File: src/include/vdma_config.svh
// Build-time sizes for the video DMA subsystem, included by the package and every RTL module
`ifndef VDMA_CONFIG_SVH
`define VDMA_CONFIG_SVH

// --------------------
// Bus and pixel word
// --------------------
// Pixel and bus word width
`define VDMA_DATA_W 16
// Frame RAM word address width
`define VDMA_ADRS_W 10

// --------------------
// Engine tuning
// --------------------
// Write FIFO depth in words, power of two
`define VDMA_FIFO_DEPTH 16
// Granted bus cycles before one forced idle cycle
`define VDMA_YIELD_CYCLES 8
// Frame RAM refresh period, ready low once per period
`define VDMA_RFSH_PERIOD 16

`endif

File: src/hw/vdmaPkg.sv
// Shared port and bus types for the video DMA subsystem, referenced by scoped name
`include "vdma_config.svh"

package vdmaPkg;

	// --------------------
	// Pixel and bus words
	// --------------------
	// One data word with its valid flag
	// Used for pixel in, pixel out and RAM read data
	typedef struct packed {
		logic                    valid;
		logic [`VDMA_DATA_W-1:0] data;
	} pixWord;

	// Bus command from the engine to the frame RAM
	// write high means store wdata at adrs
	typedef struct packed {
		logic                    valid;
		logic                    write;
		logic [`VDMA_ADRS_W-1:0] adrs;
		logic [`VDMA_DATA_W-1:0] wdata;
	} ufiCmd;

	// --------------------
	// Host configuration
	// --------------------
	// Register index on the host port
	typedef enum logic [1:0] {
		cfgCtrl  = 2'd0,
		cfgBase0 = 2'd1,
		cfgBase1 = 2'd2,
		cfgLen   = 2'd3
	} cfgIdx;

	// One host write, held stable for a whole handshake
	typedef struct packed {
		cfgIdx                   idx;
		logic [`VDMA_DATA_W-1:0] value;
	} cfgWrite;

	// Register contents as seen by the engine
	typedef struct packed {
		logic                    en;
		logic [`VDMA_ADRS_W-1:0] base0;
		logic [`VDMA_ADRS_W-1:0] base1;
		logic [`VDMA_ADRS_W-1:0] frameLen;
	} dmaSettings;

endpackage

File: src/hw/dmaFifo.sv
// Show-ahead write FIFO between the pixel producer and the DMA engine, head word always on rdData
`timescale 1ns/10ps
`include "vdma_config.svh"

module dmaFifo (
	input  logic                    iClk,
	input  logic                    rstN,
	// Producer side
	input  vdmaPkg::pixWord         wrData,
	output logic                    full,
	// Engine side
	output logic [`VDMA_DATA_W-1:0] rdData,
	input  logic                    re,
	output logic                    empty
);

	localparam int DataW = `VDMA_DATA_W;
	localparam int Depth = `VDMA_FIFO_DEPTH;
	localparam int PtrW  = $clog2(Depth);

	// --------------------
	// Storage and pointers
	// --------------------
	// Payload array, no reset
	logic [DataW-1:0] mem [Depth];
	// Extra top bit tells full from empty
	logic [PtrW:0]    wrPtr;
	logic [PtrW:0]    rdPtr;
	logic             wrEn;
	logic             rdEn;

	// Illegal accesses dropped here
	assign wrEn = wrData.valid && !full;
	assign rdEn = re && !empty;

	// --------------------
	// Flags
	// --------------------
	// Same index, wrap bits differ
	assign full  = (wrPtr[PtrW] != rdPtr[PtrW]) &&
		(wrPtr[PtrW-1:0] == rdPtr[PtrW-1:0]);
	// Pointers equal including wrap bit
	assign empty = (wrPtr == rdPtr);

	// Zero-latency head word
	assign rdData = mem[rdPtr[PtrW-1:0]];

	// Pointer update
	always_ff @(posedge iClk)
	begin
		if (!rstN)
		begin
			wrPtr <= '0;
			rdPtr <= '0;
		end
		else
		begin
			if (wrEn)
			begin
				wrPtr <= wrPtr + 1'b1;
			end
			// Pop the head word once the engine has taken it
			if (rdEn)
			begin
				rdPtr <= rdPtr + 1'b1;
			end
		end
	end

	// Payload write
	always_ff @(posedge iClk)
	begin
		if (wrEn)
		begin
			mem[wrPtr[PtrW-1:0]] <= wrData.data;
		end
	end

endmodule

File: config.mk
export PLATFORM = sky130hd
export DESIGN_NAME = dmaFifo
export DESIGN_NICKNAME = d
export VERILOG_FILES = /design/src/hw/vdmaPkg.sv /design/src/hw/dmaFifo.sv
export VERILOG_INCLUDE_DIRS = /design/src /design/src/include
export SDC_FILE = /design/constraint.sdc
export NUM_CORES = 1
export LEC_CHECK = 0
export ABC_AREA = 1
export BUFFER_PORTS_ARGS = -buffer_cell sky130_fd_sc_hd__buf_2
export CAP_MARGIN = 20
export CORE_MARGIN = 3
export CORE_UTILIZATION = 60
export DETAILED_ROUTE_END_ITERATION = 8
export PLACE_DENSITY_LB_ADDON = 0.1
export SLEW_MARGIN = 10
export SYNTH_ARGS = -nofsm -noshare
export SYNTH_HDL_FRONTEND = slang
export SYNTH_SLANG_ARGS = --single-unit
File: constraint.sdc
create_clock -name iClk -period 3.5 [get_ports iClk]
set_input_delay 0.525 -clock iClk [delete_from_list [all_inputs] [get_ports iClk]]
set_output_delay 0.525 -clock iClk [all_outputs]
set_load 0.01 [all_outputs]
== After elaboration in Yosys (flattened, before gate mapping) ==
Memory sizes are Yosys's and may differ from the RTL's. A register that Yosys moved wholly into a read port is not among the register bits.
Cells that the tools add are included.
W data, S select, Z words.

* $add $sub $neg: 2
* Eq/ne operators: 3
* Mux-type cells: 4
* Reductions and logical operators: 5

{| class="wikitable"
|+ Operators by type and width
! cell !! count
|-
| $add A5 B1 Y5 const B || 2
|-
| $mux W4 || 2
|-
| $eq A5 B5 Y1 || 1
|-
| $eq A4 B4 Y1 || 1
|-
| $logic_and A1 B1 Y1 || 3
|-
| $logic_not A1 Y1 || 2
|-
| $mux W1 || 2
|-
| $ne A1 B1 Y1 || 1
|}

* Bits in registers: 10
* Memory bits (writable): 256
* Logic and storage cells: 17
* Memories kept: 1

{| class="wikitable"
|+ Memory list
! name !! depth !! width !! rd ports !! clocked after Yosys merged registers in !! wr ports !! line !! source
|-
| mem || 16 || 16 || 1 || 1 || 1 || dmaFifo.sv:25 || <nowiki>logic [DataW-1:0] mem [Depth];</nowiki>
|}

== Longest topological paths before layout ==
* Word-level depth: 6
* Depth in mapped cells: 9
* Depth with buffers taken out: 9

== Least setup slack after synthesis ==
No wires, ideal clock.

* Path kind: reg2reg
* From: register wrPtr[0]
* To: memory mem[3][0] in the netlist's numbering, enable pin
* Library setup time: 0.409 ns
* Arrival time: 1.915 ns
* Data required time: 3.091 ns
* Slack: 1.175 ns
* Stages on the path, launching flop included: 8
* Path buffers: 0
* Cell sequence: dfxtp_1 inv_1 nand2_1 nand2_1 nor2_2 nand3_2 inv_2 nor3_1

* Word-level cells in the longest chain between the ends: 6

{| class="wikitable"
|+ RTL lines
! element !! line !! source
|-
| start, declared || dmaFifo.sv:27 || <nowiki>logic [PtrW:0] wrPtr;</nowiki>
|-
| start signal, assigned || dmaFifo.sv:60 || <nowiki>wrPtr <= wrPtr + 1'b1;</nowiki>
|-
| $eq A4 B4 Y1 || dmaFifo.sv:41 || <nowiki>(wrPtr[PtrW-1:0] == rdPtr[PtrW-1:0]);</nowiki>
|-
| $logic_and A1 B1 Y1 || dmaFifo.sv:40 || <nowiki>assign full = (wrPtr[PtrW] != rdPtr[PtrW]) &&</nowiki>
|-
| net full || dmaFifo.sv:10 || <nowiki>output logic full,</nowiki>
|-
| $logic_not A1 Y1 || dmaFifo.sv:33 || <nowiki>assign wrEn = wrData.valid && !full;</nowiki>
|-
| $logic_and A1 B1 Y1 || dmaFifo.sv:33 ||
|-
| $mux W1 || dmaFifo.sv:73 || <nowiki>if (wrEn)</nowiki>
|-
| $mux W1 (implied by the code) || dmaFifo.sv:75 || <nowiki>mem[wrPtr[PtrW-1:0]] <= wrData.data;</nowiki>
|-
| end, declared || dmaFifo.sv:25 ||
|}

The timed path passes the listed nets, and every way through them passes these cells.

==> results.toml <==
[outcome]
status = "finished clean"

[final_layout]
drive_above_1_share_pct = 13.18
area_growth_pct = 11.91
instances_no_fill = 1224
seqCellArea_um2 = 7975
final_nets = 999
multi_input_area_um2 = 2440
fill_cells = 1303

[detailed_routing]
wl_per_cell_um = 20.31
ant_nets = 0
drt-initial-drc-count = 656
finalWirelength_mm = 24.87
vias = 7077
routed_via_density = 5.782
firstDrtPassIters = 5
drc = 0

[clocking]
clock_sinks = 270
cts_inserted_buffers = 27
cts_tree = "yes"
clk_pin_slew_ns = 0.06
clk_latency_ns = 0.53
root_buffer = "clkbuf_16"
cts_max_level = 1
cts_hold_buf = 0
cts_resized = 0
cts_setup_buffers = 0
cts_buffer_depth = 3

[synth]
yosys-top-cells-count = "edfxtp_1 (256), inv_1 (142), nand2_1 (114)"
synthTopCellsByArea = "edfxtp_1 (69%), inv_1 (4.8%), nand3_1 (4.7%), o211ai_1 (4.3%), nand2_1 (3.8%)"
synth_top_area_cell = "edfxtp_1"
synth-seq-area-share_pct = 71.07
synth-async-reset-ratio_pct = 0
synth-edff-count = 256
synth_area_um2 = 11210
ys_ff_latch = 270
synth_warnings = 0
synth_fp_nets = 965
synth.distinct_cells = 24
syn_inst = 940
synth_ff_type = "edfxtp_1"
yosysMostFrequentCell = "edfxtp_1"
avgSynthCellArea_um2 = 11.93
synth_top_cell_area_share_pct = 68.57

[timing]
period_needed_ns = 2.890
period_share_pct = 82.57
hold_violations = 0
tns_ns = 0
slew_violations = 0
fmax_ghz = 0.3460
worst_slew_pin_slew_ns = 0.9162
rsz0062_at_grt = "false"
slew_headroom_pct = 38.85
setup_viol = 0
finClkSkew_ns = 0.01132

[hold_path]
hold_class = "in2reg"

[setup_path]
slowest_stage = "dfxtp_4"
arrival_ns = 2.37
critical_path.max_fanout = 48
crit_path_start_kind = "flop"
path_delay_family = "flip-flops"
cp_cell_sequence = "buf_4, o211ai_1, nand3_1, nand3_1, nand2_1, buf_2"
cp_num_buf_inv = 2
critPathMostFrequentCell = "nand3_1"
endpoint_kind = "primary output"
worstSetupPathType = "reg2out"
slowest_delay_ns = 0.69
critical_path_required_ns = 2.97

[flow_run]
drv_cap = 0

[die]
ioPinCount = 38
start_util_pct = 61.78
rows = 49
die_area_um2 = 20360
dieHeight_um = 142.7
core_um2 = 18150
die_w_um = 142.7

[grt]
grt-ovfl-total = 0
grt_pass1_wl_mm = 38.70
grt_max_degree = 161
grt_pass1_vias = 6982
grt_util_all_layers_pct = 25.01
antenna_found_initial = 3

[power]
power.internal_w = 0.005540
p_sw_w = 0.001711
clkPwrFrac_pct = 39.3
powerDensity_nw_per_um2 = 578.0
vdd.ir_drop.worst_mv = 0.3625
p_leak_nw = 4.600
seq_power_share_pct = 50.0
p_comb_share_pct = 10.7
p_sw_share_pct = 23.59

[placed_design]
gp_congestion = 0.7960
dp.cells = 1174
dp_hpwl_mm = 13.68
numPortBuffers = 37
==> logic make-up after synthesis <==
group	Yosys count	synth area share, %
and+or+nand+nor	259	10.15
AOI/OAI and AO/OA	202	10.58
xor gates and xnor gates	1	0.07814
adders and majority gates	5	0.5580
DFF	270	71.07
buffers and inverters	203	7.567
==> placed cells by master, fill, tap and decap left out, types with 5 or more instances in the layout <==
cell	instances
edfxtp_1	256
inv_1	142
nand2_1	114
nand3_1	106
a21oi_1	70
o211ai_1	64
o21ai_0	52
buf_2	37
clkbuf_16	27
buf_4	19
nor2_1	17
nor2_2	13
o21ai_1	12
dfxtp_1	12
clkinv_1	8
inv_2	6
ha_1	5
clkinv_2	5
==> layer usage <==
| metal | global-route usage [%] | wire (um) | vias to the layer above |
|---|---|---|---|
| met2 | 38.85 | 11380 | 264 |
| met3 | 4.555 | 1797 | 59 |
| met1 | 35.97 | 10850 | 3390 |
| li1 | - | - | 3362 |
| met5 | 0 | 15 | - |
| met4 | 9.255 | 814 | 2 |
==> state kept, by name, indices dropped and copies added, names as in the netlist, named ones only <==
name   count
mem      256
rdPtr      5
wrPtr      5
==> power by group through the flow <==
stage | combinational [W] | sequential [W] | clock [W]
floorplan | 0.000576 | 0.00366 | 0
global placement | 0.000750 | 0.00369 | 0
CTS | 0.000779 | 0.00363 | 0.00289
detailed placement | 0.000773 | 0.00370 | 0
finish | 0.000775 | 0.00363 | 0.00285
global route | 0.000881 | 0.00363 | 0.00303
==> stage by stage <==
| step | hold slack (ns) | setup WS, ns | instance area [um2] | utilization [%] | power [W] |
|---|---|---|---|---|---|
| floorplan | 0.4949 | 1.175 | 11210 | - | 0.004239 |
| global placement | 0.5144 | 1.188 | 11660 | 64.28 | 0.004443 |
| detailed placement | 0.5330 | 1.169 | 11660 | 64.28 | 0.004469 |
| CTS | 0.3068 | 0.6105 | 12540 | 69.12 | 0.007296 |
| global route | 0.3212 | 0.4522 | 12550 | 69.13 | 0.007540 |
| finish | 0.3194 | 0.6099 | 12550 | 69.13 | 0.007251 |
==> cell type report <==
| type | count | area share [%] |
|---|---|---|
| Sequential cell | 270 | 63.57 |
| Clock inverter | 19 | 1.526 |
| Antenna cell | 1 | 0.01995 |
| Clock buffer | 30 | 5.475 |
| Tap cell | 229 | 2.284 |
| Timing Repair Buffer | 60 | 3.251 |
| Multi-Input combinational cell | 467 | 19.45 |
| Inverter | 148 | 4.428 |
==> worst paths after layout <==
path | startpoint | endpoint | slack [ns] | cells past startpoint
max | flop | rdData[7] | 0.61 | 6
min | rstN | rdPtr[4]$_SDFFE_PN0P_ | 0.32 | 3
max reg2reg | wrPtr[2]$_SDFFE_PN0P_ | mem[1][0]$_DFFE_PP_ | 1.32 | 9
min reg2reg | rdPtr[4]$_SDFFE_PN0P_ | rdPtr[4]$_SDFFE_PN0P_ | 0.54 | 2
==> worst register-to-register path, cell delays in order (launching register included) <==
cell and delay [ns]:
dfxtp_1 0.45, nand2_1 0.11, nand2_2 0.10, nor2_4 0.05, nand3_2 0.21, nand2_1 0.10
inv_2 0.08, nand2_1 0.13, nor2_2 0.44, buf_12 0.21
Power figures use the tool's default switching activity.
