## src/include/vdma_config.svh

```systemverilog
// Build-time sizes for the video DMA subsystem, included by the package and every RTL module
`ifndef VDMA_CONFIG_SVH
`define VDMA_CONFIG_SVH

// --------------------
// Bus and pixel word
// --------------------
// Pixel and bus word width
`define VDMA_DATA_W 16
// Frame RAM word address width
`define VDMA_ADRS_W 10

// --------------------
// Engine tuning
// --------------------
// Write FIFO depth in words, power of two
`define VDMA_FIFO_DEPTH 16
// Granted bus cycles before one forced idle cycle
`define VDMA_YIELD_CYCLES 8
// Frame RAM refresh period, ready low once per period
`define VDMA_RFSH_PERIOD 16

`endif

```

## src/hw/vdmaPkg.sv

```systemverilog
// Shared port and bus types for the video DMA subsystem, referenced by scoped name
`include "vdma_config.svh"

package vdmaPkg;

	// --------------------
	// Pixel and bus words
	// --------------------
	// One data word with its valid flag
	// Used for pixel in, pixel out and RAM read data
	typedef struct packed {
		logic                    valid;
		logic [`VDMA_DATA_W-1:0] data;
	} pixWord;

	// Bus command from the engine to the frame RAM
	// write high means store wdata at adrs
	typedef struct packed {
		logic                    valid;
		logic                    write;
		logic [`VDMA_ADRS_W-1:0] adrs;
		logic [`VDMA_DATA_W-1:0] wdata;
	} ufiCmd;

	// --------------------
	// Host configuration
	// --------------------
	// Register index on the host port
	typedef enum logic [1:0] {
		cfgCtrl  = 2'd0,
		cfgBase0 = 2'd1,
		cfgBase1 = 2'd2,
		cfgLen   = 2'd3
	} cfgIdx;

	// One host write, held stable for a whole handshake
	typedef struct packed {
		cfgIdx                   idx;
		logic [`VDMA_DATA_W-1:0] value;
	} cfgWrite;

	// Register contents as seen by the engine
	typedef struct packed {
		logic                    en;
		logic [`VDMA_ADRS_W-1:0] base0;
		logic [`VDMA_ADRS_W-1:0] base1;
		logic [`VDMA_ADRS_W-1:0] frameLen;
	} dmaSettings;

endpackage

```

## src/hw/dmaCfgRegs.sv

```systemverilog
// Host register block of the video DMA, written over a four-phase req/ack handshake
`timescale 1ns/10ps
`include "vdma_config.svh"

module dmaCfgRegs (
	input  logic                iClk,
	input  logic                rstN,
	// Host port
	input  logic                cfgReq,
	input  vdmaPkg::cfgWrite    cfgWrite,
	output logic                cfgAck,
	// To the engine
	output vdmaPkg::dmaSettings settings
);

	localparam int AdrsW = `VDMA_ADRS_W;

	// --------------------
	// Register file
	// --------------------
	// Engine enable, bit 0 of the control word
	logic             enQ;
	// Buffer base addresses in words
	logic [AdrsW-1:0] base0Q;
	logic [AdrsW-1:0] base1Q;
	// Frame length in words
	logic [AdrsW-1:0] lenQ;
	// New request seen
	logic             reqTake;

	// Phase 1 of the handshake, req up and ack still down
	assign reqTake = cfgReq && !cfgAck;

	always_ff @(posedge iClk)
	begin
		if (!rstN)
		begin
			cfgAck <= 1'b0;
			enQ    <= 1'b0;
			base0Q <= '0;
			base1Q <= '0;
			lenQ   <= '0;
		end
		else if (reqTake)
		begin
			// Store once, ack up on the same edge
			cfgAck <= 1'b1;
			case (cfgWrite.idx)
				vdmaPkg::cfgCtrl:  enQ    <= cfgWrite.value[0];
				vdmaPkg::cfgBase0: base0Q <= cfgWrite.value[AdrsW-1:0];
				vdmaPkg::cfgBase1: base1Q <= cfgWrite.value[AdrsW-1:0];
				vdmaPkg::cfgLen:   lenQ   <= cfgWrite.value[AdrsW-1:0];
				default:           enQ    <= enQ;
			endcase
		end
		else if (!cfgReq && cfgAck)
		begin
			// Host dropped req, close the handshake
			cfgAck <= 1'b0;
		end
	end

	// --------------------
	// Settings out
	// --------------------
	// Engine samples these only while en is low
	assign settings = '{
		en:       enQ,
		base0:    base0Q,
		base1:    base1Q,
		frameLen: lenQ
	};

endmodule

```

## config.mk

```make
export PLATFORM = sky130hd
export DESIGN_NAME = dmaCfgRegs
export DESIGN_NICKNAME = d
export VERILOG_FILES = /design/src/hw/vdmaPkg.sv /design/src/hw/dmaCfgRegs.sv
export VERILOG_INCLUDE_DIRS = /design/src /design/src/include
export SDC_FILE = /design/constraint.sdc
export NUM_CORES = 1
export LEC_CHECK = 0
export BUFFER_PORTS_ARGS = -buffer_cell sky130_fd_sc_hd__buf_2
export CAP_MARGIN = 20
export CORE_ASPECT_RATIO = 0.6
export CORE_MARGIN = 2
export CORE_UTILIZATION = 46
export DETAILED_ROUTE_END_ITERATION = 6
export HOLD_SLACK_MARGIN = 0.05
export PLACE_DENSITY = 0.76
export SLEW_MARGIN = 20
export SYNTH_ARGS = -nofsm -noshare
export SYNTH_HDL_FRONTEND = slang
export SYNTH_SLANG_ARGS = --single-unit
```

## constraint.sdc

```tcl
create_clock -name iClk -period 1.3 [get_ports iClk]
set_clock_uncertainty 0.1 [all_clocks]
set_input_delay 0.26 -clock iClk [delete_from_list [all_inputs] [get_ports iClk]]
set_output_delay 0.26 -clock iClk [all_outputs]
set_load 0.05 [all_outputs]
```

Word-level counts from Yosys, hierarchy flattened
Index checks and enable logic that the tools add are counted.
- register bits: 32
- bits in latches: 0
- RAM bits: 0
- memory bits (read-only): 0
- bits of input ports: 21
- output and inout port bits: 32
- word-level logic and storage cells: 20
- memories kept: 0
- $add $sub $neg: 0
- $mul: 0
- divide/modulo/power cells: 0
- order comparisons: 0
- equal/unequal tests: 3
- shift operators: 0
- mux-type cells: 2
- bitwise operators: 0
- reduce and logical (&&, ||, !) cells: 10
- operators by type and width (cell ; number):
    2-bit AND reduction ; 4
    2-bit equality test, second input constant ; 2
    2-bit by 1-bit equality test with 1-bit output, second input constant ; 1
    1-bit logical AND ; 2
    1-bit logical NOT ; 2
    2-bit logical NOT ; 1
    1-bit 2-to-1 mux ; 2
    2-bit nonzero test ; 1

Depth between registers and ports, before layout
- word-level depth: 4
- gate-level depth with buffers: 5
- depth with buffers taken out: 4

Worst setup path before layout
No wires, ideal clock.
- kind: reg2reg
- start point: reg cfgAck
- end point: reg base0Q[0]
- setup time: 72 ps
- arrival: 1364 ps
- data required time: 1128 ps
- slack: -236 ps
- cell stages (with the launch flop): 6
- path buffers: 1
- clock period less this slack: 1536 ps
- path through: dfxtp_1 > inv_1 > ha_1 > nand3b_1 > buf_6 > mux2i_1
- word-level cells in the longest chain between the ends: 3
- ends and longest elaborated chain (what ; line ; source):
    start: declaration ; dmaCfgRegs.sv:11 ; output logic cfgAck,
    start signal: assignment ; dmaCfgRegs.sv:38 ; cfgAck <= 1'b0;
    start signal: assignment ; dmaCfgRegs.sv:47 ; cfgAck <= 1'b1;
    start signal: assignment ; dmaCfgRegs.sv:59 ; cfgAck <= 1'b0;
    1-bit logical NOT ; dmaCfgRegs.sv:32 ; assign reqTake = cfgReq && !cfgAck;
    1-bit logical AND ; dmaCfgRegs.sv:32 ;
    net reqTake ; dmaCfgRegs.sv:29 ; logic reqTake;
    2-bit AND reduction (no line) ; n/a ;
    end signal: assignment ; dmaCfgRegs.sv:50 ; vdmaPkg::cfgBase0: base0Q <= cfgWrite.value[AdrsW-1:0];
    end: declaration ; dmaCfgRegs.sv:24 ; logic [AdrsW-1:0] base0Q;
The timed path passes the listed nets, and every way through them passes these cells.
A chain may end at the register's enable or synchronous reset.

Final worst setup path
- start point: reg cfgAck
- end point: reg base1Q[1]
- word-level cells in the longest chain between the ends: 3
- ends and longest elaborated chain (what ; line ; source):
    1-bit logical NOT ; dmaCfgRegs.sv:32 ;
    1-bit logical AND ; dmaCfgRegs.sv:32 ;
    net reqTake ; dmaCfgRegs.sv:29 ;
    2-bit AND reduction (no line) ; n/a ;
    end signal: assignment ; dmaCfgRegs.sv:51 ; vdmaPkg::cfgBase1: base1Q <= cfgWrite.value[AdrsW-1:0];
    end: declaration ; dmaCfgRegs.sv:25 ; logic [AdrsW-1:0] base1Q;
The timed path passes the listed nets, and every way through them passes these cells.

==> results <==
- The run finished with clean final reports.
- The die area is 3130 um2.
- The instance area after placement is between 1500 and 2000 um2.
- CTS placed an instance of clkbuf_8 at the clock tree root.
- The Yosys step of the flow raised 0 warnings.
- The count of nets left with antenna violations once routing finished came out at 0.
- The number of different library cells used by synthesis comes to 12.
- The number of placed I/O pins is 53.
- The number of buffers added on ports is 46.
- Static timing analysis puts the maximum clock frequency at slightly below 0.8 GHz.
- The violation count after the first detailed-routing iteration is 20.
- The number of optimization iterations in the first detailed-route pass is 4.
- The vertical extent of the die is around 44 um.
- The number of antenna diodes in the final layout is 0.
- No sink is reached through more buffers than the 2 on the longest clock path.
- The clock buffer count from CTS is 5.
- The path class of the tightest hold or removal check is in -> reg.
- Synthesis handed over a netlist of roughly 120 instances.
- By count the netlist is led by 41 x nand2_1, 32 x dfxtp_1, 32 x mux2i_1.
- The largest fanout of any net on the critical path is 5.
- The required time at the endpoint of the critical path is 1.40 ns.
- After synthesis, the share of flip-flops with an asynchronous set or reset is 0.
- Max-cap violations in this run came to 0.
- The hold violation count in the final report is 0.
- From synthesis to final layout, the design area changed by 32.9%.
- The finished layout cell area is 1640 um2.
- The number of nets in the synthesized netlist is 143.
- The power density of the placed cells is between 1000 and 1500 nW/um2.
- Detailed placement ended at an HPWL of 1.93 mm.
- Routability-driven placement finished with a final weighted congestion of 0.777.
- Of the available clock period, the critical path in the final layout requires 0.974.
- The final-stage net count is 195.
- The vias per cell is 4.80.
- Setup repair after global routing could not meet its margin everywhere.
- The launching element type of the critical path is a register.
- The detailed-route wire length is 2.71 mm.
- CTS saw 32 sinks.
- Counting I/O delays and the setup requirement, the final critical path takes 1.27 ns.
- The analysis attributes to net switching a power of 0.000576 W.
- Adding up every negative setup slack in the final design gives 0 ns.
- The internal portion of the total power is about 0.0015 W.
- For this run, the leading register cell type out of synthesis is dfxtp_1.
- For the pin with the worst max-slew slack, the measured transition is 0.255 ns.
- In the final layout, the share of cells above drive strength 1 is 0.364.
- The number of synthesized flops with an enable pin is 0.
- The category of the most critical setup path is reg -> reg.
- Hold is met by 0.177 ns.
- For this configuration, the core starts out at a cell density of 0.490.
- In this run the standard cell core region covers 2520 um2.
- Of the total power, the share spent switching nets is 0.277.
- The total track usage is 0.189.
- The clock transition at the register clock pins on the worst setup and hold paths after CTS is 0.06 ns.
- The combinational fraction of design power is 0.169.
- From left edge to right edge, the die measures 70.9 um.
- The via count of the first global-routing pass is 946.
- Entering global routing, the biggest net connects 22 pins.
- The number of H-tree levels is 2.
- For this design the static power due to leakage is ~0.93 nW.
- The fraction of post-synthesis cell area in the top cell type by area is 0.518.
- Dividing the detail-routed wire length by the instance count gives 13.2 um.
- The most common cell in the synthesized netlist is nand2_1.
- Detailed routing inserted a total of 985 vias.
- The source-to-sink clock delay at the later pin of the worst-skew pair is 0.27 ns.
- The cell area that synthesis handed to floorplanning was 1240 um2.
- dfxtp_1 takes more of the synthesized area than any other cell.
- The final-report max-slew violation count came to 0.
- The share of the Yosys chip area taken by registers is 0.518.
- The post-synthesis area per instance is just over 10 um2.
- The wire length of the first global-routing pass is around 4.4 mm.
- The site row count is 14.
- In the routed design, unresolved DRC markers number 0.
- For this run the aggregate overflow at the end of global routing stands at 0.
- The data arrival time at the worst-slack endpoint is 1.37 ns.
- The peak supply drop is 0.762 mV.
- The initial antenna violation count is 0.
- The relative max-transition margin is 0.831.
- Setup violations remaining at the end of the flow were counted as 0.
- The type of element capturing the critical path is a register.
- The flip-flop and latch count after synthesis is 32.
- The sequential cell fraction of total power is 0.501.
- Across all register-to-register paths, the minimum setup slack is 0.03 ns.
- After synthesis, the cell types taking the most area are dfxtp_1 52%, mux2i_1 26%, nand2_1 12%.
- The TritonCTS clock tree is yes.
- The share of total power dissipated in the clock network is 0.330.
[cells by family (layout without fill, tap and decap cells)]
group | after synthesis | count (layout) | synth area share
AND/OR/NAND/NOR | 46 | 46 | 0.152
buffers and inverters | 10 | 62 | 0.0607
flip-flops | 32 | 32 | 0.518
multiplexers | 32 | 32 | 0.259
adder cells (fa/ha/maj) | 1 | 1 | 0.0101
[worst max-delay path: stages (launching register included)]
cell      delay [ns]
dfxtp_4         0.37
inv_4           0.04
ha_4            0.16
nand3b_1        0.10
buf_4           0.14
buf_16          0.12
mux2i_1         0.18
[stage by stage]
| step | total power (W) | util | setup WS, ns | instances |
|---|---|---|---|---|
| floorplan | 0.00130 | - | 0.0107 | 121 |
| detailed placement | 0.00139 | 0.603 | -0.00304 | 196 |
| finish | 0.00208 | 0.651 | 0.0342 | 205 |
| global placement | 0.00138 | 0.603 | 0.0587 | 196 |
| CTS | 0.00211 | 0.656 | -0.00895 | 205 |
| global route | 0.00217 | 0.651 | -0.0382 | 205 |
[layer usage]
| layer | up-vias | GRT usage | wire length, um |
|---|---|---|---|
| li1 | 498 | - | - |
| met4 | 0 | 0.0906 | 39 |
| met1 | 444 | 0.232 | 1210 |
| met5 | - | 0 | 0 |
| met2 | 39 | 0.310 | 1250 |
| met3 | 4 | 0.0592 | 205 |
[registers in the layout, summed over array words and instances, names as in the netlist]
signal / count
base0Q: 10
base1Q: 10
lenQ: 10
cfgAck: 1
enQ: 1
[power by group through the flow]
stage	sequential, W	clock (W)	combinational, W
after floorplan	0.00118	0	0.000120
after global placement	0.00106	0	0.000328
after detailed placement	0.00106	0	0.000334
after CTS	0.00104	0.000710	0.000356
after global routing	0.00104	0.000751	0.000373
final	0.00104	0.000685	0.000351
[worst paths after layout]
check | cells after the start | endpoint | startpoint
max | 6 | base1Q[1]$_SDFFE_PN0P_ | cfgAck$_SDFFE_PN0P_
min | 3 | lenQ[6]$_SDFFE_PN0P_ | cfgWrite[6]
max reg2reg | 6 | base1Q[1]$_SDFFE_PN0P_ | cfgAck$_SDFFE_PN0P_
min reg2reg | 2 | lenQ[9]$_SDFFE_PN0P_ | lenQ[9]$_SDFFE_PN0P_
[layout make-up]
cell class / count / area, um2
fillers: 228 / 880
flip-flops and latches: 32 / 644
multi-input cells: 79 / 533
repair buffers: 54 / 342
clock buffers: 6 / 72.6
well taps: 32 / 40.0
inverters: 1 / 6.26
clock inverters: 1 / 5.00
[cells in the final DEF, fill, tap and decap left out]
cell type	n
buf_12	2
buf_16	1
buf_2	45
buf_4	4
buf_6	1
clkbuf_1	1
clkbuf_4	1
clkbuf_8	5
clkinv_2	1
dfxtp_1	31
dfxtp_4	1
ha_4	1
inv_4	1
mux2i_1	32
nand2_1	41
nand3_1	1
nand3b_1	2
nor2b_1	1
nor3b_1	1
[what timing repair did]
item	in CTS	in global routing
endpoints found under the setup margin	3	12
resized for setup	4	3
cloned	1	0
hold buffers	0	0
setup buffers	1	1
pin swaps	1	0
hold endpoints to repair	0	0
Power figures use the tool's default switching activity.
