===== src/include/vdma_config.svh =====
// Build-time sizes for the video DMA subsystem, included by the package and every RTL module
`ifndef VDMA_CONFIG_SVH
`define VDMA_CONFIG_SVH

// --------------------
// Bus and pixel word
// --------------------
// Pixel and bus word width
`define VDMA_DATA_W 16
// Frame RAM word address width
`define VDMA_ADRS_W 10

// --------------------
// Engine tuning
// --------------------
// Write FIFO depth in words, power of two
`define VDMA_FIFO_DEPTH 16
// Granted bus cycles before one forced idle cycle
`define VDMA_YIELD_CYCLES 8
// Frame RAM refresh period, ready low once per period
`define VDMA_RFSH_PERIOD 16

`endif


===== src/hw/vdmaPkg.sv =====
// Shared port and bus types for the video DMA subsystem, referenced by scoped name
`include "vdma_config.svh"

package vdmaPkg;

	// --------------------
	// Pixel and bus words
	// --------------------
	// One data word with its valid flag
	// Used for pixel in, pixel out and RAM read data
	typedef struct packed {
		logic                    valid;
		logic [`VDMA_DATA_W-1:0] data;
	} pixWord;

	// Bus command from the engine to the frame RAM
	// write high means store wdata at adrs
	typedef struct packed {
		logic                    valid;
		logic                    write;
		logic [`VDMA_ADRS_W-1:0] adrs;
		logic [`VDMA_DATA_W-1:0] wdata;
	} ufiCmd;

	// --------------------
	// Host configuration
	// --------------------
	// Register index on the host port
	typedef enum logic [1:0] {
		cfgCtrl  = 2'd0,
		cfgBase0 = 2'd1,
		cfgBase1 = 2'd2,
		cfgLen   = 2'd3
	} cfgIdx;

	// One host write, held stable for a whole handshake
	typedef struct packed {
		cfgIdx                   idx;
		logic [`VDMA_DATA_W-1:0] value;
	} cfgWrite;

	// Register contents as seen by the engine
	typedef struct packed {
		logic                    en;
		logic [`VDMA_ADRS_W-1:0] base0;
		logic [`VDMA_ADRS_W-1:0] base1;
		logic [`VDMA_ADRS_W-1:0] frameLen;
	} dmaSettings;

endpackage


===== src/hw/videoDmaUnit.sv =====
// Ping-pong frame DMA engine, drains the write FIFO into one buffer while reading the other
`timescale 1ns/10ps
`include "vdma_config.svh"

module videoDmaUnit (
	input  logic                    iClk,
	input  logic                    rstN,
	input  vdmaPkg::dmaSettings     settings,
	// Write FIFO
	input  logic [`VDMA_DATA_W-1:0] fifoData,
	input  logic                    fifoEmpty,
	output logic                    fifoRe,
	// Pixel consumer
	input  logic                    pixRe,
	output vdmaPkg::pixWord         pixOut,
	// Frame RAM bus
	output vdmaPkg::ufiCmd          ufiCmd,
	input  logic                    ufiRdy,
	input  vdmaPkg::pixWord         ufiRsp,
	// Buffer role, 1 when base1 is written
	output logic                    bufSel
);

	localparam int AdrsW  = `VDMA_ADRS_W;
	localparam int DataW  = `VDMA_DATA_W;
	localparam int YieldW = $clog2(`VDMA_YIELD_CYCLES + 1);
	localparam logic [YieldW-1:0] YieldLast = YieldW'(`VDMA_YIELD_CYCLES);

	// --------------------
	// State
	// --------------------
	// Settings copy, taken while disabled
	logic [AdrsW-1:0]  base0Q;
	logic [AdrsW-1:0]  base1Q;
	logic [AdrsW-1:0]  lenQ;
	// Write and read pointers
	logic [AdrsW-1:0]  wrPtr;
	logic [AdrsW-1:0]  rdPtr;
	// Words still to go in this frame
	logic [AdrsW-1:0]  wrLeft;
	logic [AdrsW-1:0]  rdLeft;
	// Granted commands since the last idle slot
	logic [YieldW-1:0] yieldCnt;
	// Read data stage towards the consumer
	logic              outValid;
	logic [DataW-1:0]  outData;

	// --------------------
	// Arbitration
	// --------------------
	logic wrDone;
	logic rdDone;
	logic yieldNow;
	logic canIssue;
	logic rdGo;
	logic wrGo;
	logic swapNow;

	assign wrDone   = (wrLeft == '0);
	assign rdDone   = (rdLeft == '0);
	// Forced idle slot for other masters
	assign yieldNow = (yieldCnt == YieldLast);
	assign canIssue = settings.en && ufiRdy && !yieldNow;
	// Reads first
	assign rdGo     = canIssue && pixRe && !rdDone;
	// Writes only in a slot the reader left free
	assign wrGo     = canIssue && !rdGo && !fifoEmpty && !wrDone;
	// Both frames complete, roles flip
	assign swapNow  = settings.en && wrDone && rdDone && ufiRdy;

	// Bus command, live in the grant cycle
	assign ufiCmd = '{
		valid: rdGo || wrGo,
		write: wrGo,
		adrs:  wrGo ? wrPtr : rdPtr,
		wdata: fifoData
	};
	// FIFO pops the word that goes out on the bus
	assign fifoRe = wrGo;

	// --------------------
	// Pointers and roles
	// --------------------
	always_ff @(posedge iClk)
	begin
		if (!rstN)
		begin
			base0Q   <= '0;
			base1Q   <= '0;
			lenQ     <= '0;
			wrPtr    <= '0;
			rdPtr    <= '0;
			wrLeft   <= '0;
			rdLeft   <= '0;
			bufSel   <= 1'b0;
			yieldCnt <= '0;
		end
		else if (!settings.en)
		begin
			// Idle, track the host values
			base0Q   <= settings.base0;
			base1Q   <= settings.base1;
			lenQ     <= settings.frameLen;
			wrPtr    <= settings.base0;
			rdPtr    <= settings.base1;
			wrLeft   <= settings.frameLen;
			rdLeft   <= settings.frameLen;
			bufSel   <= 1'b0;
			yieldCnt <= '0;
		end
		else
		begin
			if (swapNow)
			begin
				// Writer moves to the buffer just read
				bufSel <= ~bufSel;
				wrPtr  <= bufSel ? base0Q : base1Q;
				rdPtr  <= bufSel ? base1Q : base0Q;
				wrLeft <= lenQ;
				rdLeft <= lenQ;
			end
			else
			begin
				if (wrGo)
				begin
					wrPtr  <= wrPtr + 1'b1;
					wrLeft <= wrLeft - 1'b1;
				end
				if (rdGo)
				begin
					rdPtr  <= rdPtr + 1'b1;
					rdLeft <= rdLeft - 1'b1;
				end
			end
			// Idle slot restarts the count
			if (yieldNow)
			begin
				yieldCnt <= '0;
			end
			else if (rdGo || wrGo)
			begin
				yieldCnt <= yieldCnt + 1'b1;
			end
		end
	end

	// --------------------
	// Pixel output
	// --------------------
	// Reads in flight still land after disable
	always_ff @(posedge iClk)
	begin
		if (!rstN)
		begin
			outValid <= 1'b0;
		end
		else
		begin
			outValid <= ufiRsp.valid;
		end
	end

	always_ff @(posedge iClk)
	begin
		outData <= ufiRsp.data;
	end

	assign pixOut = '{valid: outValid, data: outData};

endmodule


===== config.mk =====
export PLATFORM = sky130hd
export DESIGN_NAME = videoDmaUnit
export DESIGN_NICKNAME = d
export VERILOG_FILES = /design/src/hw/vdmaPkg.sv /design/src/hw/videoDmaUnit.sv
export VERILOG_INCLUDE_DIRS = /design/src /design/src/include
export SDC_FILE = /design/constraint.sdc
export NUM_CORES = 1
export LEC_CHECK = 0
export BUFFER_PORTS_ARGS = -buffer_cell sky130_fd_sc_hd__buf_2
export CAP_MARGIN = 15
export CORE_ASPECT_RATIO = 1.75
export CORE_MARGIN = 4
export CORE_UTILIZATION = 45
export DETAILED_ROUTE_END_ITERATION = 7
export PLACE_DENSITY = 0.79
export SLEW_MARGIN = 25
export SYNTH_ARGS = -nofsm -noshare
export SYNTH_HDL_FRONTEND = slang
export SYNTH_SLANG_ARGS = --single-unit

===== constraint.sdc =====
create_clock -name iClk -period 3.16 [get_ports iClk]
set_clock_uncertainty 0.2 [all_clocks]
set_input_delay 0.632 -clock iClk [delete_from_list [all_inputs] [get_ports iClk]]
set_output_delay 0.632 -clock iClk [all_outputs]
set_load 0.01 [all_outputs]

# == After elaboration in Yosys (flattened, before gate mapping) ==
# Cells that the tools add are included.
# word_totals
elab_cells,57
inputBits,69
register_bits,92
# classes
reduce_logical,20
n_bitwise,3
addsub,5
muxes,15
n_eq_ne,3
# ops
cell,count
$mux 10,15
$add 10x1->10 const B,2
$logic_not 10->1,2
$sub 10x1->10 const B,2
$logic_and 1x1->1,10
$ne 3x1->1 const B,2
$logic_not 1->1,5
$add 4x1->4 const B,1
$eq 4x4->1 const B,1
$not 1->1,3
$reduce_or 3->1,1
$reduce_and 2->1,1
$logic_or 1x1->1,1

# == Depth between registers and ports, before layout ==
# Gate-level depths: netlist of run 1.
# depth
ltp_word,12
depth_mapped,10

# == Worst setup path before layout of run 1 ==
# No wires, ideal clock.
# synth_path
path_type,register to output
start,register rdLeft[0]
end,output ufiCmd[18] (netlist name)
slack_ns,-0.001
n_path_buf,2
path_stages_with_launch,11
arrival_time_ns,2.329
cell_sequence,dfxtp_1 > inv_1 > ha_1 > or4b_2 > o31ai_1 > nand3_1 > inv_1 > buf_2 > buf_2 > nand2_1 > nand2_1
# synth_lines
element,line,rtl
from (decl),videoDmaUnit.sv:41,logic [AdrsW-1:0] rdLeft;
from (signal assigned),videoDmaUnit.sv:107,rdLeft <= settings.frameLen;
from (signal assigned),videoDmaUnit.sv:120,rdLeft <= lenQ;
from (signal assigned),videoDmaUnit.sv:132,rdLeft <= rdLeft - 1'b1;
to (decl),videoDmaUnit.sv:17,"output vdmaPkg::ufiCmd ufiCmd,"

==> results.cfg, run 1 <==
[run_status]
status = finished, final reports clean

[clock_tree]
ctsHoldBuffers = 0
cts-root-buf = clkbuf_16
cts.sinks = 92
clk_latency_ns = 0.34
h-tree-depth = 3
cts_tree = yes
clk_pin_slew_worst_paths_ns = 0.06
clk_path_buf_depth = 2
cts_made_buffers = 9

[pwr]
power_switching_w = 0.0008421
pwr-share-clk_pct = 36.3
totalPowerFinal_w = 0.002936
p_per_area_nw_per_um2 = 504.2
swShare_pct = 28.68
p_seq_share_pct = 45.0
p_int_w = 0.002094
combPwrFrac_pct = 18.7
ir_worst_vdd_mv = 0.3378
power.leakage_nw = 2.386

[critical_path]
cp-start-kind = register
crit_type = reg -> out
crit_fanout = 7
worst-endpoint-required_ns = 2.33
worstPathArrival_ns = 2.27
end_kind = output pin
r2r_setup_slack_ns = 0.37
cp-startpoint = rdLeft[1]
r2r-start = rdLeft[1]

[logic_synthesis]
postSynthAreaPerCell_um2 = 8.548
synth_edf_count = 0
syn_inst = 566
async_flop_share_pct = 0
ys_warn_count = 0
ys.flop_type = dfxtp_1
synth_fp_nets = 643
synth_cell_types = 57
ys_seq_elements = 92
syn-cell-area_um2 = 4838
seq_area_frac_synth_pct = 38.07

[timing]
hold_viol = 0
fin_crit_sh_pct = 98.04
rsz0062_at_grt = yes
min_period_ns = 3.098
worstMarginPinSlew_ns = 0.8532
setup_viol = 0
max_freq_mhz = 322.8
setup_slack_ns = 0.06197
drv_slew = 0
relSlewSlack_pct = 43.05

[global_route]
grtUsageTotal_pct = 22.71
grt.overflow.total = 0
grt_pass1_vias = 4784
grt_max_degree = 48
antenna_found_initial = 0
grt_pass1_wl_um = 22950

[route]
firstDrtPassIters = 5
drtIter0Drc = 482
via_per_inst = 6.184
drc = 0
wl_um = 14850
vias = 4799
wl_per_cell_um = 19.14
ant_nets = 0

[floorplan]
die_w_um = 86.39
rows = 49
floorplan.initialDensity_pct = 46.42
design.core.area_um2 = 10420
dieArea_um2 = 12540
pin_count = 116
die_height_um = 145.2

[placed_design]
pre_cts_ws_ns = 0.04359
port_buffers = 83
gp_congestion = 0.9417
place_area_um2 = 5319
dp_hpwl_um = 10250

[min_path]
hold_class = in -> reg
min-delay-start = ufiRsp[3]

[final_layout]
fin_area_um2 = 5823
syn_to_final_growth_pct = 20.35
fillers = 904
final_common_cell = dfxtp_1
insertedDiodeCount = 0
layout_common_cells = 90 x dfxtp_1, 82 x buf_2, 81 x nand2_1
nNetsFinal = 722
postLayoutCoreUtil_pct = 55.87
drive_above_1_share_pct = 27.58

[run]
cap_violations = 0
-- worst max-delay path, cell delays in order (launching register included) --
cell,delay [ns]
dfxtp_4,0.36
inv_4,0.06
ha_4,0.12
or4b_4,0.49
o31ai_4,0.25
nand3_4,0.18
clkinvlp_4,0.21
nand2_1,0.07
nand2_1,0.07
buf_2,0.12
-- cells in the mapped netlist, types with 8 or more instances --
| master | number | area (um^2) |
|---|---|---|
| a21oi_1 | 37 | 185.2 |
| nand2_1 | 83 | 311.6 |
| buf_4 | 19 | 142.6 |
| clkbuf_1 | 21 | 78.83 |
| nor2_1 | 19 | 71.32 |
| nor3_1 | 37 | 185.2 |
| inv_1 | 14 | 52.55 |
| o21ai_0 | 20 | 100.1 |
| xnor2_1 | 17 | 148.9 |
| dfxtp_1 | 92 | 1842 |
| buf_2 | 8 | 40.04 |
| xor2_1 | 13 | 113.9 |
| a311oi_1 | 26 | 227.7 |
| mux2_2 | 9 | 101.4 |
| nand3_1 | 17 | 85.08 |
| mux2i_1 | 14 | 140.1 |
| ha_1 | 8 | 100.1 |
| nand4_1 | 8 | 50.05 |
-- metal layers --
| metal | track usage (%) | part of all wire, % | up-vias |
|---|---|---|---|
| li1 | - | - | 2204 |
| met1 | 24.15 | 35 | 2228 |
| met2 | 38.57 | 51 | 292 |
| met3 | 4.481 | 7.5 | 75 |
| met4 | 16.61 | 6.5 | 0 |
| met5 | 0 | 0 | - |
-- cell families after synthesis --
| logic type | share of synthesized area (%) |
|---|---|
| simple gates | 20.40 |
| compound gates | 20.61 |
| flops | 38.07 |
| buf+inv | 8.430 |
| xor+xnor | 5.431 |
| mux | 4.991 |
| fa+ha+maj | 2.069 |
-- final cells by class --
type	instances	area (um^2)	share of cell area, %
Timing Repair inverter	1	7.507	0.1289
Clock inverter	6	65.06	1.117
Sequential cell	92	1849	31.76
Multi-Input combinational cell	401	2640	45.34
Timing Repair Buffer	125	812.0	13.95
Clock buffer	9	225.2	3.868
Tap cell	127	158.9	2.729
Inverter	15	65.06	1.117
-- power by group through the flow --
stage	registers (W)	logic (W)	clock network [W]
4_1_cts	0.00131	0.000516	0.00109
3_5_place_dp	0.00134	0.000500	0
6_report	0.00132	0.000549	0.00107
2_1_floorplan	0.00132	0.000358	0
5_1_grt	0.00133	0.000590	0.00113
3_3_place_gp	0.00134	0.000487	0
-- per-stage QoR --
stage               setup TNS, ns  std cells  hold slack, ns
floorplan                       0        566          0.2365
global placement                0        745          0.2455
detailed placement              0        745          0.2565
CTS                             0        765          0.1743
global route             -0.08666        776          0.1746
finish                          0        776          0.1857
-- flip-flops by register name (all words and copies together) (netlist names) --
| name | flops |
|---|---|
| base0Q | 10 |
| base1Q | 10 |
| bufSel | 1 |
| lenQ | 10 |
| outData | 16 |
| outValid | 1 |
| rdLeft | 10 |
| rdPtr | 10 |
| wrLeft | 10 |
| wrPtr | 10 |
| yieldCnt | 4 |
-- worst paths after layout --
| path | to | depth (start not counted) |
|---|---|---|
| max | ufiCmd[18] | 9 |
| min | outData[3] | 1 |
| max reg2reg | wrLeft[9] | 12 |
| min reg2reg | lenQ[9] | 2 |
-- what timing repair did --
action / CTS / global route
buffers inserted: 4 / 10
hold endpoints to repair: 0 / 0
cloned: 1 / 1
resized for setup: 7 / 15
pin swaps: 2 / 10
endpoints found under the setup margin: 13 / 11
Power figures use the tool's default switching activity.
==> inputs of run 2 (changes only) <==
--- a/config.mk
+++ b/config.mk
@@ -13,6 +13,8 @@
 export CORE_UTILIZATION = 45
 export DETAILED_ROUTE_END_ITERATION = 7
 export PLACE_DENSITY = 0.79
+export REMOVE_ABC_BUFFERS = 1
+export SKIP_LAST_GASP = 1
 export SLEW_MARGIN = 25
 export SYNTH_ARGS = -nofsm -noshare
 export SYNTH_HDL_FRONTEND = slang
==> run 2 against run 1 <==
Net effect:
- die area is the same
- via count is 0.29% higher
- maximum frequency is 0.69% higher
- wire length up 1.2%
- critical path depth grew 1
- sequential share of layout area increased by 0.51 points
- clock power is 12% higher
- critical path type unchanged
- largest cell class unchanged
==> results.cfg, run 2 (synthesis gave the netlist of run 1 again) <==
[run_status]
status = finished, final reports clean

[global_route]
antenna_found_initial = 0
grt_pass1_vias = 4906
grt_max_degree = 43
grt_pass1_wl_um = 23760
grt.overflow.total = 0
grtUsageTotal_pct = 23.61

[route]
ant_nets = 0
via_per_inst = 6.300
wl_per_cell_um = 19.66
met3_length_um = 1240
top_layer = met4
vias = 4813
drc = 0
wl_met2_um = 7626
firstDrtPassIters = 6
routedLengthMet1_um = 5345
wl_um = 15020
drtIter0Drc = 395

[timing]
drv_slew = 0
fin_crit_sh_pct = 97.37
hold_viol = 0
rsz0062_at_grt = yes
setup_viol = 0
setup_slack_ns = 0.08313
relSlewSlack_pct = 49.67
worstMarginPinSlew_ns = 0.7540
max_freq_mhz = 325.0
min_period_ns = 3.077
final.setup.tns_ns = 0

[clock_tree]
ctsHoldBuffers = 0
clk_latency_ns = 0.35
cts-root-buf = clkbuf_16
cts_made_buffers = 9
cts_tree = yes
clk_path_buf_depth = 2
cts.sinks = 92
h-tree-depth = 3
clk_pin_slew_worst_paths_ns = 0.07

[pwr]
pwr-share-clk_pct = 39.4
power.leakage_nw = 2.342
ir_worst_vdd_mv = 0.3403
totalPowerFinal_w = 0.003048
combPwrFrac_pct = 17.2
power_switching_w = 0.0008577
p_per_area_nw_per_um2 = 533.3
p_int_w = 0.002191
swShare_pct = 28.14
p_seq_share_pct = 43.3

[final_layout]
syn_to_final_growth_pct = 18.13
insertedDiodeCount = 0
nNetsFinal = 709
largest_reg_flops = 16
final_common_cell = dfxtp_1
top_register = outData
layout_common_cells = 90 x dfxtp_1, 83 x nand2_1, 83 x buf_2
drive_above_1_share_pct = 25.59

[floorplan]
design.core.area_um2 = 10420
die_w_um = 86.39
pin_count = 116
floorplan.initialDensity_pct = 46.42
rows = 49
dieArea_um2 = 12540
die_height_um = 145.2

[critical_path]
cpPeakStageDelay_ns = 0.50
crit_type = reg -> out
path_cells = inv_1 > ha_1 > or4b_4 > o31ai_4 > nand3_2 > inv_2 > buf_12 > nand2_1 > nand2_1 > buf_2
crit_top_cell = nand2_1
slowest_stage = or4b_4
end_kind = output pin
path_delay_family = simple AND/OR/NAND/NOR gates
cp-start-kind = register
crit_buf_inv = 4
worst-endpoint-required_ns = 2.33
worstPathArrival_ns = 2.24
crit_fanout = 14

[run]
cap_violations = 0

[placed_design]
pre_cts_ws_ns = 0.08730
dp_hpwl_um = 10230
gp_congestion = 0.8873
port_buffers = 83

[min_path]
hold_class = in -> reg
run 2: cell type report:
class | count | area [um^2]
Sequential cell | 92 | 1844
Multi-Input combinational cell | 401 | 2620
Inverter | 15 | 56.30
Clock buffer | 10 | 239.0
Tap cell | 127 | 158.9
Timing Repair Buffer | 113 | 703.2
Fill cell | 976 | 4707
Clock inverter | 6 | 93.84
run 2: metrics by stage:
stage / hold slack, ns / instance area [um^2] / util, % / instances
after global placement: 0.2467 / 5279 / 50.65 / 742
final: 0.1843 / 5715 / 54.84 / 764
after detailed placement: 0.2637 / 5279 / 50.65 / 742
after global routing: 0.1714 / 5715 / 54.84 / 764
after floorplan: 0.2365 / 4487 / - / 508
after CTS: 0.1760 / 5667 / 54.37 / 759
run 2: power groups by stage:
stage,clock network (W),registers [W],logic (W)
detailed placement,0,0.00134,0.000492
floorplan,0,0.00132,0.000299
global route,0.00126,0.00133,0.000569
global placement,0,0.00134,0.000480
CTS,0.00121,0.00132,0.000510
finish,0.00120,0.00132,0.000525
run 2: final timing paths:
| kind | depth (start not counted) | slack, ns | to | start |
|---|---|---|---|---|
| max reg2reg | 7 | 0.25 | rdLeft[0] | wrLeft[0] |
| min reg2reg | 2 | 0.27 | lenQ[8] | lenQ[8] |
| max | 10 | 0.08 | ufiCmd[20] | rdLeft[0] |
| min | 1 | 0.18 | outData[3] | ufiRsp[3] |
run 2: layer usage:
layer / track usage, % / up-vias
met5: 0 / -
met4: 15.13 / 0
met3: 6.410 / 78
met2: 39.30 / 293
met1: 25.73 / 2268
li1: - / 2174
run 2: timing repair:
action                     CTS  global route
pin swaps                    2             3
setup endpoints to repair   13            11
buffers inserted             0             5
resized for setup            5             4
gates cloned                 1             0
==> inputs of run 3 (changes only) <==
--- a/config.mk
+++ b/config.mk
@@ -6,13 +6,14 @@
 export SDC_FILE = /design/constraint.sdc
 export NUM_CORES = 1
 export LEC_CHECK = 0
+export ABC_AREA = 1
 export BUFFER_PORTS_ARGS = -buffer_cell sky130_fd_sc_hd__buf_2
 export CAP_MARGIN = 15
 export CORE_ASPECT_RATIO = 1.75
 export CORE_MARGIN = 4
 export CORE_UTILIZATION = 45
 export DETAILED_ROUTE_END_ITERATION = 7
-export PLACE_DENSITY = 0.79
+export PLACE_DENSITY = 0.78
 export REMOVE_ABC_BUFFERS = 1
 export SKIP_LAST_GASP = 1
 export SLEW_MARGIN = 25
==> run 3 against run 2 <==
Net effect:
- critical path depth shrank 1
- core utilization fell by 2.4 points
- critical endpoint is now ufiCmd[22]
- largest power group unchanged
- hold slack got worse by 0.0058 ns
- sequential power about the same
- clock power shrank 8%
- via count rose by 14%
- global-route usage shrank 0.94 points
- synthesized cell count grew 51%
- register-to-register slack improved by 0.32 ns
==> results.cfg, run 3 <==
[timing]
timing.hold.ws_ns = 0.1785
fin_crit_sh_pct = 90.37
relSlewSlack_pct = 60.61
worstMarginPinSlew_ns = 0.5903
drv_slew = 0
hold_viol = 0
max_freq_mhz = 350.2
setup_viol = 0
rsz0062_at_grt = no
final.setup.tns_ns = 0
min_period_ns = 2.856

[floorplan]
die_w_um = 90.79
floorplan.initialDensity_pct = 46.35
pin_count = 116
dieArea_um2 = 13880
die_height_um = 152.9
rows = 52
design.core.area_um2 = 11650

[global_route]
grtUsageTotal_pct = 22.68
grt_max_degree = 50
grt_pass1_wl_um = 25560
grt_pass1_vias = 5514
met2_usage_pct = 41.42
busiest_layer = met2
antenna_found_initial = 0
use_met3_pct = 5.362
grt.overflow.total = 0
met1_usage_pct = 22.76

[clock_tree]
cts.sinks = 92
cts_made_buffers = 9
cts.repair.resized = 0
ctsHoldBuffers = 0
clk_pin_slew_worst_paths_ns = 0.06
cts_tree = yes
post_cts_buffers = 0
clk_path_buf_depth = 2
cts-root-buf = clkbuf_16
h-tree-depth = 3
clk_latency_ns = 0.35

[logic_synthesis]
synth_top_area_share_pct = 34.12
synth_top_area_cell = dfxtp_1
syn_inst = 855
ys.flop_type = dfxtp_1
ys_top_cells_by_count = 278 x nand2_1, 98 x inv_1, 92 x dfxtp_1
syn-cell-area_um2 = 5398
synth_edf_count = 0
seq_area_frac_synth_pct = 34.12
synth.most_common_cell = nand2_1
synth.area.top_cells = dfxtp_1 34%, nand2_1 19%, inv_1 6.8%
ys_seq_elements = 92
async_flop_share_pct = 0
ys_warn_count = 0
postSynthAreaPerCell_um2 = 6.313
synth_cell_types = 27

[min_path]
hold-path-endpoint = outData[8]
min_path_cells = 1
min-delay-start = ufiRsp[8]
hold_class = in -> reg

[critical_path]
rr_endpoint = wrLeft[9]
r2r-start = rdLeft[0]
cp-start-kind = register
end_kind = output pin
cp-startpoint = rdLeft[5]
crit_type = reg -> out
worst-r2r-cell-count = 9
worst-endpoint-required_ns = 2.33
r2r_setup_slack_ns = 0.57
worstPathArrival_ns = 2.02
crit_fanout = 17

[run_status]
status = finished, final reports clean

[final_layout]
nNetsFinal = 988
top_register = outData
final_cells = 1051
final_common_cell = nand2_1
fin_area_um2 = 6102
drive_above_1_share_pct = 15.07
insertedDiodeCount = 0
syn_to_final_growth_pct = 13.05
largest_reg_flops = 16
layout_common_cells = 278 x nand2_1, 98 x inv_1, 92 x dfxtp_1

[route]
drc = 0
wl_per_cell_um = 14.59
via_per_inst = 5.233
wl_um = 15340
drtIter0Drc = 331
firstDrtPassIters = 5
ant_nets = 0
vias = 5500

[pwr]
p_per_area_nw_per_um2 = 491.8
totalPowerFinal_w = 0.003001
ir_worst_vdd_mv = 0.3819
power.leakage_nw = 3.123

[placed_design]
dp_hpwl_um = 11230
dpl.cell_count = 1035
place_area_um2 = 5801
gp_congestion = 0.8924
port_buffers = 83

[run]
cap_violations = 0
## run 3: changes by cell type after synthesis, sizes merged, moves of 22 or more
cell / before / now
a311oi: 26 / 0
inv: 15 / 99
nand2: 83 / 281
nand3: 18 / 55
nand4: 8 / 30
nor2: 20 / 93
nor3: 38 / 3
o21ai: 21 / 46
## run 3: worst max-delay path by stage
| stage | to | slack (ns) | cells after the start |
|---|---|---|---|
| floorplan | rdLeft[5] | 0.23 | 9 |
| global placement | ufiCmd[16] | 0.55 | 10 |
| detailed placement | ufiCmd[19] | 0.54 | 9 |
| CTS | ufiCmd[19] | 0.31 | 10 |
| global route | ufiCmd[20] | 0.08 | 10 |
| finish | ufiCmd[22] | 0.30 | 9 |
## run 3: cells by family after synthesis
| family | share of synthesized area [%] |
|---|---|
| and+or+nand+nor | 36.30 |
| buffers and inverters | 13.37 |
| AOI/OAI and AO/OA | 10.06 |
| DFF | 34.12 |
| xor gates and xnor gates | 2.434 |
| muxes | 1.855 |
| adders and majority gates | 1.855 |
## run 3: layout make-up
class / count / area (um^2)
fillers: 1152 / 5544
multi-input cells: 603 / 2834
flip-flops and latches: 92 / 1842
repair buffers: 105 / 580.6
inverters: 100 / 375.4
clock buffers: 10 / 239.0
well taps: 135 / 168.9
clock inverters: 6 / 62.56
## run 3: through the flow
stage	worst slack, ns	util (%)
4_1_cts	0.3117	52.40
5_1_grt	0.08002	52.40
3_5_place_dp	0.5391	49.81
6_report	0.3043	52.40
3_3_place_gp	0.5466	49.81
2_1_floorplan	0.2274	-
## run 3: metal layers
metal	up-vias	share of wire (%)
met3	56	5.4
met4	0	5.5
met2	183	53
li1	2793	-
met5	-	0
met1	2468	36
## run 3: critical path, stage by stage, from the launching register on
cell and delay (ns):
dfxtp_1 0.34, nor2_2 0.18, nand2_2 0.13, inv_1 0.16, nand3_1 0.14, nand2_1 0.10, nand2_2 0.06, buf_4 0.21
o21ai_0 0.18, buf_2 0.16
## run 3: report_power, final
group | leakage [nW] | total (W) | internal [W] | switching, W
clock | 0.153 | 0.00110 | 0.000634 | 0.000464
sequential | 0.763 | 0.00131 | 0.00124 | 0.0000653
combinational | 2.21 | 0.000597 | 0.000223 | 0.000374
total | 3.12 | 0.00300 | 0.00210 | 0.000903
